===== config.mk =====
export PLATFORM = sky130hd
export DESIGN_NAME = solar_tracker_top
export DESIGN_NICKNAME = d
export VERILOG_FILES = /design/src/design/servo_pkg.sv /design/src/design/sensor_pkg.sv /design/src/design/solar_tracker_top.sv /design/src/design/pwm_gen.sv /design/src/design/servo_driver.sv /design/src/design/track_ctrl.sv /design/src/design/tick_gen.sv
export VERILOG_INCLUDE_DIRS = /design/src /design/src/design
export SDC_FILE = /design/constraint.sdc
export NUM_CORES = 1
export LEC_CHECK = 0
export BUFFER_PORTS_ARGS = -buffer_cell sky130_fd_sc_hd__buf_2
export CAP_MARGIN = 25
export CORE_MARGIN = 10
export CORE_UTILIZATION = 30
export DETAILED_ROUTE_END_ITERATION = 10
export PLACE_DENSITY = 0.52
export SYNTH_ARGS = -nofsm -noshare
export SYNTH_HDL_FRONTEND = slang
export SYNTH_SLANG_ARGS = --single-unit

===== constraint.sdc =====
create_clock -name clk -period 5.17 [get_ports clk]
set_input_delay 1.034 -clock clk [delete_from_list [all_inputs] [get_ports clk]]
set_output_delay 1.034 -clock clk [all_outputs]
set_load 0.03 [all_outputs]

===== src/design/tracker_defines.svh =====
`ifndef TRACKER_DEFINES_SVH
`define TRACKER_DEFINES_SVH

// clk cycles per microsecond tick
// kept small so a frame simulates quickly
`define TRK_TICK_DIV 4

// ticks per servo frame
`define TRK_FRAME_US 2500

// pulse width limits in ticks
`define TRK_POS_MIN 500
`define TRK_POS_MAX 2000

// neutral pulse width after reset
`define TRK_POS_CENTER 1250

// pulse width change per accepted step
`define TRK_STEP_US 50

// smallest light difference that moves an axis
`define TRK_DEADBAND 64

// position register width
`define TRK_POS_W 12

// width of one light level
`define TRK_LIGHT_W 12

`endif

===== src/design/servo_pkg.sv =====
`include "tracker_defines.svh"

package servo_pkg;

   // rotation request per axis
   // stop is the all-zero code
   typedef enum logic [1:0] {
      DIR_STOP = 2'b00,
      DIR_CW   = 2'b01,
      DIR_CCW  = 2'b10
   } servo_dir_e;

   // one-cycle step strobe with its direction
   typedef struct packed {
      logic       step;
      servo_dir_e dir;
   } servo_cmd_t;

   // driver state seen by controller and pwm
   // position is pulse width in microsecond ticks
   typedef struct packed {
      logic                  at_max;
      logic                  at_min;
      logic [`TRK_POS_W-1:0] position;
   } servo_status_t;

endpackage


===== src/design/sensor_pkg.sv =====
`include "tracker_defines.svh"

package sensor_pkg;

   // one opposing sensor pair
   // pos_side brighter means turn clockwise
   typedef struct packed {
      logic [`TRK_LIGHT_W-1:0] pos_side;
      logic [`TRK_LIGHT_W-1:0] neg_side;
   } light_pair_t;

   // full sample from the four sensors
   // azimuth holds east and west
   // elevation holds up and down
   typedef struct packed {
      light_pair_t azimuth;
      light_pair_t elevation;
   } light_sample_t;

endpackage


===== src/design/solar_tracker_top.sv =====
`timescale 1ns/1ps

module solar_tracker_top (
   input  logic                      clk,
   input  logic                      rst,
   input  logic                      en,
   input  sensor_pkg::light_sample_t light,
   output logic                      servo_az,
   output logic                      servo_el,
   output servo_pkg::servo_status_t  status_az,
   output servo_pkg::servo_status_t  status_el,
   output logic                      locked
);

   // shared microsecond tick keeps both frames aligned
   logic tick;

   // decision pace from the azimuth frame
   logic frame_start;

   servo_pkg::servo_cmd_t cmd_az;
   servo_pkg::servo_cmd_t cmd_el;

   tick_gen u_tick (
      .clk  (clk),
      .rst  (rst),
      .tick (tick)
   );

   track_ctrl u_ctrl (
      .clk         (clk),
      .rst         (rst),
      .en          (en),
      .frame_start (frame_start),
      .light       (light),
      .status_az   (status_az),
      .status_el   (status_el),
      .cmd_az      (cmd_az),
      .cmd_el      (cmd_el),
      .locked      (locked)
   );

   servo_driver drv_az (
      .clk    (clk),
      .rst    (rst),
      .cmd    (cmd_az),
      .status (status_az)
   );

   servo_driver drv_el (
      .clk    (clk),
      .rst    (rst),
      .cmd    (cmd_el),
      .status (status_el)
   );

   pwm_gen pwm_az (
      .clk         (clk),
      .rst         (rst),
      .tick        (tick),
      .position    (status_az.position),
      .frame_start (frame_start),
      .servo       (servo_az)
   );

   // elevation frame start matches azimuth and goes nowhere
   pwm_gen pwm_el (
      .clk         (clk),
      .rst         (rst),
      .tick        (tick),
      .position    (status_el.position),
      .frame_start (),
      .servo       (servo_el)
   );

endmodule


===== src/design/pwm_gen.sv =====
`timescale 1ns/1ps
`include "tracker_defines.svh"

module pwm_gen (
   input  logic                  clk,
   input  logic                  rst,
   input  logic                  tick,
   input  logic [`TRK_POS_W-1:0] position,
   output logic                  frame_start,
   output logic                  servo
);

   localparam int FRAME_W = $clog2(`TRK_FRAME_US);
   localparam logic [FRAME_W-1:0] FRAME_LAST = FRAME_W'(`TRK_FRAME_US - 1);

   logic [FRAME_W-1:0]    frame_cnt;
   logic [`TRK_POS_W-1:0] width_q;
   logic                  wrap;
   logic [FRAME_W-1:0]    cnt_next;
   logic [`TRK_POS_W-1:0] width_next;

   // last tick of the frame
   assign wrap = tick && (frame_cnt == FRAME_LAST);

   // counter and width as they will be after this tick
   assign cnt_next   = wrap ? '0 : frame_cnt + 1'b1;
   assign width_next = wrap ? position : width_q;

   always_ff @(posedge clk) begin
      if (rst) begin
         frame_cnt   <= '0;
         width_q     <= '0;
         frame_start <= 1'b0;
         servo       <= 1'b0;
      end else begin
         // high while the counter reads 0 after the wrap
         frame_start <= wrap;
         if (tick) begin
            frame_cnt <= cnt_next;
            // width only changes at frame start
            width_q   <= width_next;
            // high for exactly width ticks from the wrap
            servo     <= (cnt_next < width_next);
         end
      end
   end

endmodule


===== src/design/servo_driver.sv =====
`timescale 1ns/1ps
`include "tracker_defines.svh"

module servo_driver (
   input  logic                     clk,
   input  logic                     rst,
   input  servo_pkg::servo_cmd_t    cmd,
   output servo_pkg::servo_status_t status
);

   localparam int POS_W = `TRK_POS_W;

   // limits and step in position units
   localparam logic [POS_W-1:0] POS_MIN    = POS_W'(`TRK_POS_MIN);
   localparam logic [POS_W-1:0] POS_MAX    = POS_W'(`TRK_POS_MAX);
   localparam logic [POS_W-1:0] POS_CENTER = POS_W'(`TRK_POS_CENTER);
   localparam logic [POS_W-1:0] STEP_US    = POS_W'(`TRK_STEP_US);

   logic [POS_W-1:0] pos_q;
   logic [POS_W-1:0] pos_up;
   logic [POS_W-1:0] pos_dn;

   // next position one step up
   // clamp when less than a step of headroom
   assign pos_up = (pos_q >= POS_MAX - STEP_US) ? POS_MAX : pos_q + STEP_US;

   // next position one step down
   // same clamp at the low end
   assign pos_dn = (pos_q <= POS_MIN + STEP_US) ? POS_MIN : pos_q - STEP_US;

   // position moves the cycle after step
   always_ff @(posedge clk) begin
      if (rst) begin
         pos_q <= POS_CENTER;
      end else if (cmd.step) begin
         case (cmd.dir)
            servo_pkg::DIR_CW: begin
               pos_q <= pos_up;
            end
            servo_pkg::DIR_CCW: begin
               pos_q <= pos_dn;
            end
            default: begin
               // stop code keeps the current width
               pos_q <= pos_q;
            end
         endcase
      end
   end

   // limit flags straight from the register
   always_comb begin
      status.position = pos_q;
      status.at_max   = (pos_q >= POS_MAX);
      status.at_min   = (pos_q <= POS_MIN);
   end

endmodule


===== src/design/track_ctrl.sv =====
`timescale 1ns/1ps
`include "tracker_defines.svh"

module track_ctrl (
   input  logic                      clk,
   input  logic                      rst,
   input  logic                      en,
   input  logic                      frame_start,
   input  sensor_pkg::light_sample_t light,
   input  servo_pkg::servo_status_t  status_az,
   input  servo_pkg::servo_status_t  status_el,
   output servo_pkg::servo_cmd_t     cmd_az,
   output servo_pkg::servo_cmd_t     cmd_el,
   output logic                      locked
);

   // one extra bit for the signed difference
   localparam int DIFF_W = `TRK_LIGHT_W + 1;
   localparam logic signed [DIFF_W-1:0] DEADBAND = DIFF_W'(`TRK_DEADBAND);

   typedef enum logic [1:0] {
      IDLE   = 2'b00,
      DECIDE = 2'b01,
      STEP   = 2'b10
   } state_e;

   state_e                 state;
   servo_pkg::servo_dir_e  dir_az_d;
   servo_pkg::servo_dir_e  dir_el_d;
   servo_pkg::servo_dir_e  dir_az_q;
   servo_pkg::servo_dir_e  dir_el_q;

   // pair compare with deadband
   // limit flags veto a move toward the end stop
   function automatic servo_pkg::servo_dir_e pick_dir(
      input sensor_pkg::light_pair_t  pair,
      input servo_pkg::servo_status_t status
   );
      logic signed [DIFF_W-1:0] diff;
      servo_pkg::servo_dir_e    raw;
      diff = $signed({1'b0, pair.pos_side}) - $signed({1'b0, pair.neg_side});
      if (diff > DEADBAND) begin
         raw = servo_pkg::DIR_CW;
      end else if (diff < -DEADBAND) begin
         raw = servo_pkg::DIR_CCW;
      end else begin
         raw = servo_pkg::DIR_STOP;
      end
      // saturated axis just stops
      if (raw == servo_pkg::DIR_CW && status.at_max) begin
         raw = servo_pkg::DIR_STOP;
      end
      if (raw == servo_pkg::DIR_CCW && status.at_min) begin
         raw = servo_pkg::DIR_STOP;
      end
      return raw;
   endfunction

   // live decision from current light and limits
   assign dir_az_d = pick_dir(light.azimuth, status_az);
   assign dir_el_d = pick_dir(light.elevation, status_el);

   // frame_start -> DECIDE -> STEP -> IDLE
   // step comes two cycles after frame_start
   always_ff @(posedge clk) begin
      if (rst) begin
         state    <= IDLE;
         dir_az_q <= servo_pkg::DIR_STOP;
         dir_el_q <= servo_pkg::DIR_STOP;
         locked   <= 1'b0;
      end else begin
         case (state)
            IDLE: begin
               // en low holds everything
               if (frame_start && en) begin
                  state <= DECIDE;
               end
            end
            DECIDE: begin
               dir_az_q <= dir_az_d;
               dir_el_q <= dir_el_d;
               state    <= STEP;
            end
            STEP: begin
               // both axes idle means panel faces the light
               locked <= (dir_az_q == servo_pkg::DIR_STOP) &&
                         (dir_el_q == servo_pkg::DIR_STOP);
               state  <= IDLE;
            end
            default: begin
               state <= IDLE;
            end
         endcase
      end
   end

   // step strobe only in STEP and only for a real move
   always_comb begin
      cmd_az.step = (state == STEP) && (dir_az_q != servo_pkg::DIR_STOP);
      cmd_az.dir  = dir_az_q;
      cmd_el.step = (state == STEP) && (dir_el_q != servo_pkg::DIR_STOP);
      cmd_el.dir  = dir_el_q;
   end

endmodule


===== src/design/tick_gen.sv =====
`timescale 1ns/1ps
`include "tracker_defines.svh"

module tick_gen (
   input  logic clk,
   input  logic rst,
   output logic tick
);

   // divider needs at least one bit
   localparam int CNT_W = (`TRK_TICK_DIV > 1) ? $clog2(`TRK_TICK_DIV) : 1;
   localparam logic [CNT_W-1:0] CNT_LAST = CNT_W'(`TRK_TICK_DIV - 1);

   logic [CNT_W-1:0] cnt;

   // free running divider
   // tick is registered so it lands on the wrap cycle + 1
   always_ff @(posedge clk) begin
      if (rst) begin
         cnt  <= '0;
         tick <= 1'b0;
      end else begin
         if (cnt == CNT_LAST) begin
            cnt  <= '0;
            tick <= 1'b1;
         end else begin
            cnt  <= cnt + 1'b1;
            tick <= 1'b0;
         end
      end
   end

endmodule


* Word-level counts from Yosys, hierarchy flattened
Cells that the tools add are included.
Word-level totals: flip-flop bits (word level) 85, logic and storage cells 93, output and inout port bits 31
Cells by class: add/sub/neg operators 9, mux-type cells 21, reductions and logical operators 20, equal/unequal tests 14, order comparisons 14
Operators by type and width (count):
- 12-bit 2-to-1 mux | 8
- 12-bit by 11-bit >= comparator with 1-bit output, second input constant | 4
- 12-bit case mux with 2 select lines | 2
- 13-bit by 8-bit > comparator with 1-bit output, second input constant | 2
- 13-bit by 7-bit less-than comparator with 1-bit output, second input constant | 2
- 12-bit by 12-bit subtractor with 13-bit output | 2
- 12-bit by 1-bit adder with 12-bit output, second input constant | 2
- 12-bit by 6-bit adder with 12-bit output, second input constant | 2
- 12-bit == test, second input constant | 2
- 12-bit by 10-bit less-or-equal comparator with 1-bit output, second input constant | 2
- 12-bit by 9-bit less-or-equal comparator with 1-bit output, second input constant | 2
- 12-bit less-than comparator | 2
- 12-bit by 6-bit subtractor with 12-bit output, second input constant | 2
- 2-bit 2-to-1 mux | 9
- 2-bit == test, second input constant | 6
- 2-bit by 1-bit == test with 1-bit output, second input constant | 5
- 1-bit logical AND | 10
- 2-bit nonzero test | 4
- 2-bit logical NOT | 3
- 2-bit case mux with 2 select lines | 1
- 2-bit AND reduction | 2
- 2-bit by 1-bit adder with 2-bit output, second input constant | 1
- 2-bit by 1-bit inequality test with 1-bit output, second input constant | 1
- 2-bit OR reduction | 1
- 1-bit 2-to-1 mux | 1

* Logic depth before layout (Yosys ltp)
depth in word-level cells 10, gate-level depth with buffers 14, mapped depth without buffers 13

* Cells and area by module
Synthesis repeated with hierarchy kept, for this count alone.
Unflattened totals: cell total of the unflattened synthesis 873, area, all modules 6890.4 um^2
Modules (own cells, without submodules):
- pwm_gen | cells an instance 180, seq. area each 520.5 um^2, area each 1569.0 um^2, instances 2
- track_ctrl | cells an instance 226, seq. area each 140.1 um^2, area each 1581.5 um^2, instances 1
- servo_driver at drv_el | cells an instance 143, seq. area each 220.2 um^2, area each 1039.7 um^2, instances 1
- servo_driver at drv_az | cells an instance 137, seq. area each 220.2 um^2, area each 1027.2 um^2, instances 1
- tick_gen | cells an instance 7, seq. area each 60.1 um^2, area each 103.8 um^2, instances 1

* Worst setup path after synthesis
Ideal clock, no wire load.
path type register -> output, from register drv_az.pos_q[1], to output status_az[12] (netlist name), required time 4136 ps, cell stages (with the launch flop) 6, data arrival time 2565 ps, path slack 1571 ps, cell sequence dfxtp_1 -> clkbuf_1 -> inv_1 -> ha_1 -> o21ai_0 -> a2111oi_0
RTL lines:
- start: declaration | line servo_driver.sv:19 | logic [POS_W-1:0] pos_q;
- start signal: assignment | line servo_driver.sv:38 | pos_q <= pos_up;
- start signal: assignment | line servo_driver.sv:41 | pos_q <= pos_dn;
- start signal: assignment | line servo_driver.sv:45 | pos_q <= pos_q;
- end: declaration | line solar_tracker_top.sv:10 | output servo_pkg::servo_status_t status_az,

* Final worst setup path
from register pwm_az.frame_cnt[0], to register pwm_az.servo
Between the ends: cells in the longest elaborated chain, start to end 4, elaborated cells on any way between the ends 6
Ends and longest elaborated chain:
- start: declaration | line pwm_gen.sv:16 | logic [FRAME_W-1:0] frame_cnt;
- start signal: assignment | line pwm_gen.sv:39 | frame_cnt <= cnt_next;
- parallel branches: the longest is 3 deep, another holds 12-bit by 1-bit adder with 12-bit output
- 12-bit less-than comparator (*) | line pwm_gen.sv:43 | servo <= (cnt_next < width_next);
- end signal: assignment | line pwm_gen.sv:43
- end: declaration | line pwm_gen.sv:10 | output logic servo
Mark *: on every way between the ends. A chain may end at the register's enable or synchronous reset.

==> impl_metrics.env <==
export IMPL_track_usage=0.119
export IMPL_ant_nets=0
export IMPL_setup_viol=0
export IMPL_io_pins=82
export IMPL_yosysTopAreaCell="dfxtp_1"
export IMPL_cts_hold_buf=0
export IMPL_clk_latency_ps=350
export IMPL_synthMuxAreaShare=0.0438
export IMPL_cp_cell_sequence="ha_1 -> nand2_1 -> or4_1 -> mux2i_1 -> ha_1 -> a21o_1 -> a21o_1 -> a21oi_1 -> nor2_1 -> a2111oi_0 -> nor2_1 -> o41ai_1"
export IMPL_cts_buffers=9
export IMPL_layout_drive_gt1_share=0.124
export IMPL_grt_max_degree=52
export IMPL_synth_top_family_by_area="simple AND/OR/NAND/NOR gates"
export IMPL_intPower_w=0.00110
export IMPL_h_tree_depth=3
export IMPL_combinationalPowerShare=0.129
export IMPL_post_cts_resized=0
export IMPL_fp_row_count=52
export IMPL_synth_area_mm2=0.00617
export IMPL_routedWlPerCell_um=14.2
export IMPL_power_density_mw_per_mm2=209
export IMPL_grt_pass1_wl_um=26700
export IMPL_fill_cells=2163
export IMPL_synth_top_cell_area_share=0.269
export IMPL_max_cap_violations=0
export IMPL_final_setup_tns_ps=0
export IMPL_final_nets=952
export IMPL_cp_slowest_stage_delay_ps=910
export IMPL_synthToLayoutAreaGrowth_pct=14.1
export IMPL_ys_ff_latch=83
export IMPL_drtIter0Drc=277
export IMPL_synth_simple_area_share=0.240
export IMPL_dp_cells=1099
export IMPL_die_height_um=163
export IMPL_layout_common_cells="106 x nor2_1, 83 x dfxtp_1, 79 x buf_2"
export IMPL_yosysSeqAreaShare=0.269
export IMPL_pwr_share_seq=0.438
export IMPL_coreArea_mm2=0.0202
export IMPL_yosys_top_cells_area="dfxtp_1 27%, ha_1 12%, nor2_1 6.5%"
export IMPL_stdcell_count=1115
export IMPL_routed_wl_um=15800
export IMPL_timing_fmax_ghz=0.263
export IMPL_vdd_ir_drop_max_mv=0.149
export IMPL_synth_adder_area_share=0.126
export IMPL_rsz0062_at_grt="false"
export IMPL_critPathCaptureType="flip-flop"
export IMPL_clockPowerShare=0.433
export IMPL_via_count=5653
export IMPL_ctsLongestPathBuffers=2
export IMPL_io_buffers=79
export IMPL_grt_remaining_overflow=0
export IMPL_status="completed"
export IMPL_period_share=0.735
export IMPL_power_leakage_nw=3.07
export IMPL_synth_top_flop_cell="dfxtp_1"
export IMPL_whs_ps=433
export IMPL_initial_core_util=0.305
export IMPL_dieArea_mm2=0.0267
export IMPL_cp_required_ps=5400
export IMPL_synth_xor_area_frac=0.0738
export IMPL_r2r_setup_slack_ps=1370
export IMPL_multi_input_area_mm2=0.00416
export IMPL_cts_tree="done"
export IMPL_cts_setup_buffers=0
export IMPL_p_sw_frac=0.252
export IMPL_area_sequential_mm2=0.00166
export IMPL_synth_distinct_cells=66
export IMPL_p_sw_w=0.000370
export IMPL_critPathLaunchType="flip-flop"
export IMPL_layout_commonest_cell="nor2_1"
export IMPL_antenna_found_initial=1
export IMPL_worstPathArrival_ps=4030
export IMPL_dp_hpwl_um=11900
export IMPL_slew_headroom=0.404
export IMPL_routed_via_density=5.07
export IMPL_finClkSkew_ps=8.88
export IMPL_cts_root_buf="clkbuf_16"
export IMPL_worstSetupPathType="reg -> reg"
export IMPL_cp_max_fo=15
export IMPL_firstDrtPassIters=5
export IMPL_async_reset_ff_frac=0
export IMPL_synth_compound_area_share=0.189
export IMPL_routabilityCongestion=0.812
export IMPL_clkSinkCount=83
export IMPL_grt_pass1_vias=5325
export IMPL_fin_crit_ps=3800
export IMPL_slew_violations=0
export IMPL_synth_cells=789
export IMPL_yosysWarnings=0
export IMPL_tightest_slew_ps=887
export IMPL_min_path_type="reg -> reg"
export IMPL_drc=0
export IMPL_synth_edff_count=0
export IMPL_clkTransAtPathRegs_ps=60
export IMPL_avgSynthCellArea_um2=7.82
export IMPL_cpMaxStageDelayCell="or4_1"
export IMPL_die_w_um=163
export IMPL_hold_viol_final=0
==> power by group through the flow <==
| stage | Sequential [W] | Clock, W | Combinational [W] |
|---|---|---|---|
| 2_1_floorplan | 0.000658 | 0 | 0.000143 |
| 3_3_place_gp | 0.000659 | 0 | 0.000191 |
| 3_5_place_dp | 0.000659 | 0 | 0.000191 |
| 4_1_cts | 0.000644 | 0.000659 | 0.000192 |
| 5_1_grt | 0.000645 | 0.000683 | 0.000218 |
| 6_report | 0.000644 | 0.000636 | 0.000190 |
==> per-layer routing <==
layer  vias to the layer above  track usage  share of wire
met1                      2595        0.162           0.49
met4                         0       0.0295          0.010
met5                         -            0              0
met2                       124        0.185           0.45
met3                        14       0.0272          0.047
li1                       2920            -              -
==> synthesized netlist by cell type, types with 9 or more instances <==
cell	instances
inv_1	43
nor4_1	9
nand2b_1	13
xnor2_1	26
a21o_1	15
a21oi_1	61
clkbuf_1	36
mux2i_1	27
xor2_1	26
o21ai_0	27
and3_1	10
o31ai_1	9
dfxtp_1	83
nand2_1	47
nor3_1	20
nand3_1	27
ha_1	59
nand4_1	18
nor2_1	106
==> flip-flops by register name, summed over array words and instances, names as in the netlist, 2 cells and up <==
signal            flops
pwm_az.frame_cnt     12
pwm_az.width_q       12
drv_az.pos_q         11
pwm_el.width_q       12
drv_el.pos_q         11
u_ctrl.dir_el_q       2
pwm_el.frame_cnt     12
u_ctrl.dir_az_q       2
u_tick.cnt            2
u_ctrl.state          2
==> worst max-delay path, delay by kind of cell, from the launching register on <==
| kind | cells | cell delay [ps] |
|---|---|---|
| DFF | 1 | 450 |
| muxes | 1 | 360 |
| and+or+nand+nor | 4 | 1200 |
| adders and majority gates | 2 | 540 |
| AOI/OAI and AO/OA | 5 | 1130 |
==> path summary, 6_finish.rpt <==
| kind | from | end | cells past startpoint |
|---|---|---|---|
| setup reg to reg | pwm_az.frame_cnt[0] | pwm_az.servo | 12 |
| hold / removal | u_tick.cnt[0] | u_tick.cnt[0] | 1 |
| setup / recovery | pwm_az.frame_cnt[0] | pwm_az.servo | 12 |
| hold reg to reg | u_tick.cnt[0] | u_tick.cnt[0] | 1 |
==> per-stage QoR <==
step	power, W	instance area (µm²)	worst slack [ps]	utilization
final	0.00147	7040	1370	0.348
after global routing	0.00155	7040	1050	0.348
after CTS	0.00150	7040	1360	0.348
after detailed placement	0.000850	6750	1360	0.334
after global placement	0.000850	6750	1510	0.333
after floorplan	0.000802	6170	1570	-
==> cell families (layout without fill, tap and decap cells) <==
group	after synthesis	after routing
AND/OR/NAND/NOR	298	298
AO/OA/AOI/OAI	179	179
buffers and inverters	88	142
flip-flops	83	83
adder cells (fa/ha/maj)	61	61
XOR/XNOR	52	52
multiplexers	27	27
other	1	3
==> layout make-up <==
| type | count | share of cell area |
|---|---|---|
| well taps | 270 | 0.0480 |
| diodes | 1 | 0.000355 |
| repair buffers | 84 | 0.0610 |
| inverters | 43 | 0.0229 |
| clock inverters | 4 | 0.00747 |
| clock buffers | 11 | 0.0331 |
| flip-flops and latches | 83 | 0.236 |
| multi-input cells | 619 | 0.591 |
No activity file was read; power rests on OpenSTA's default activity.
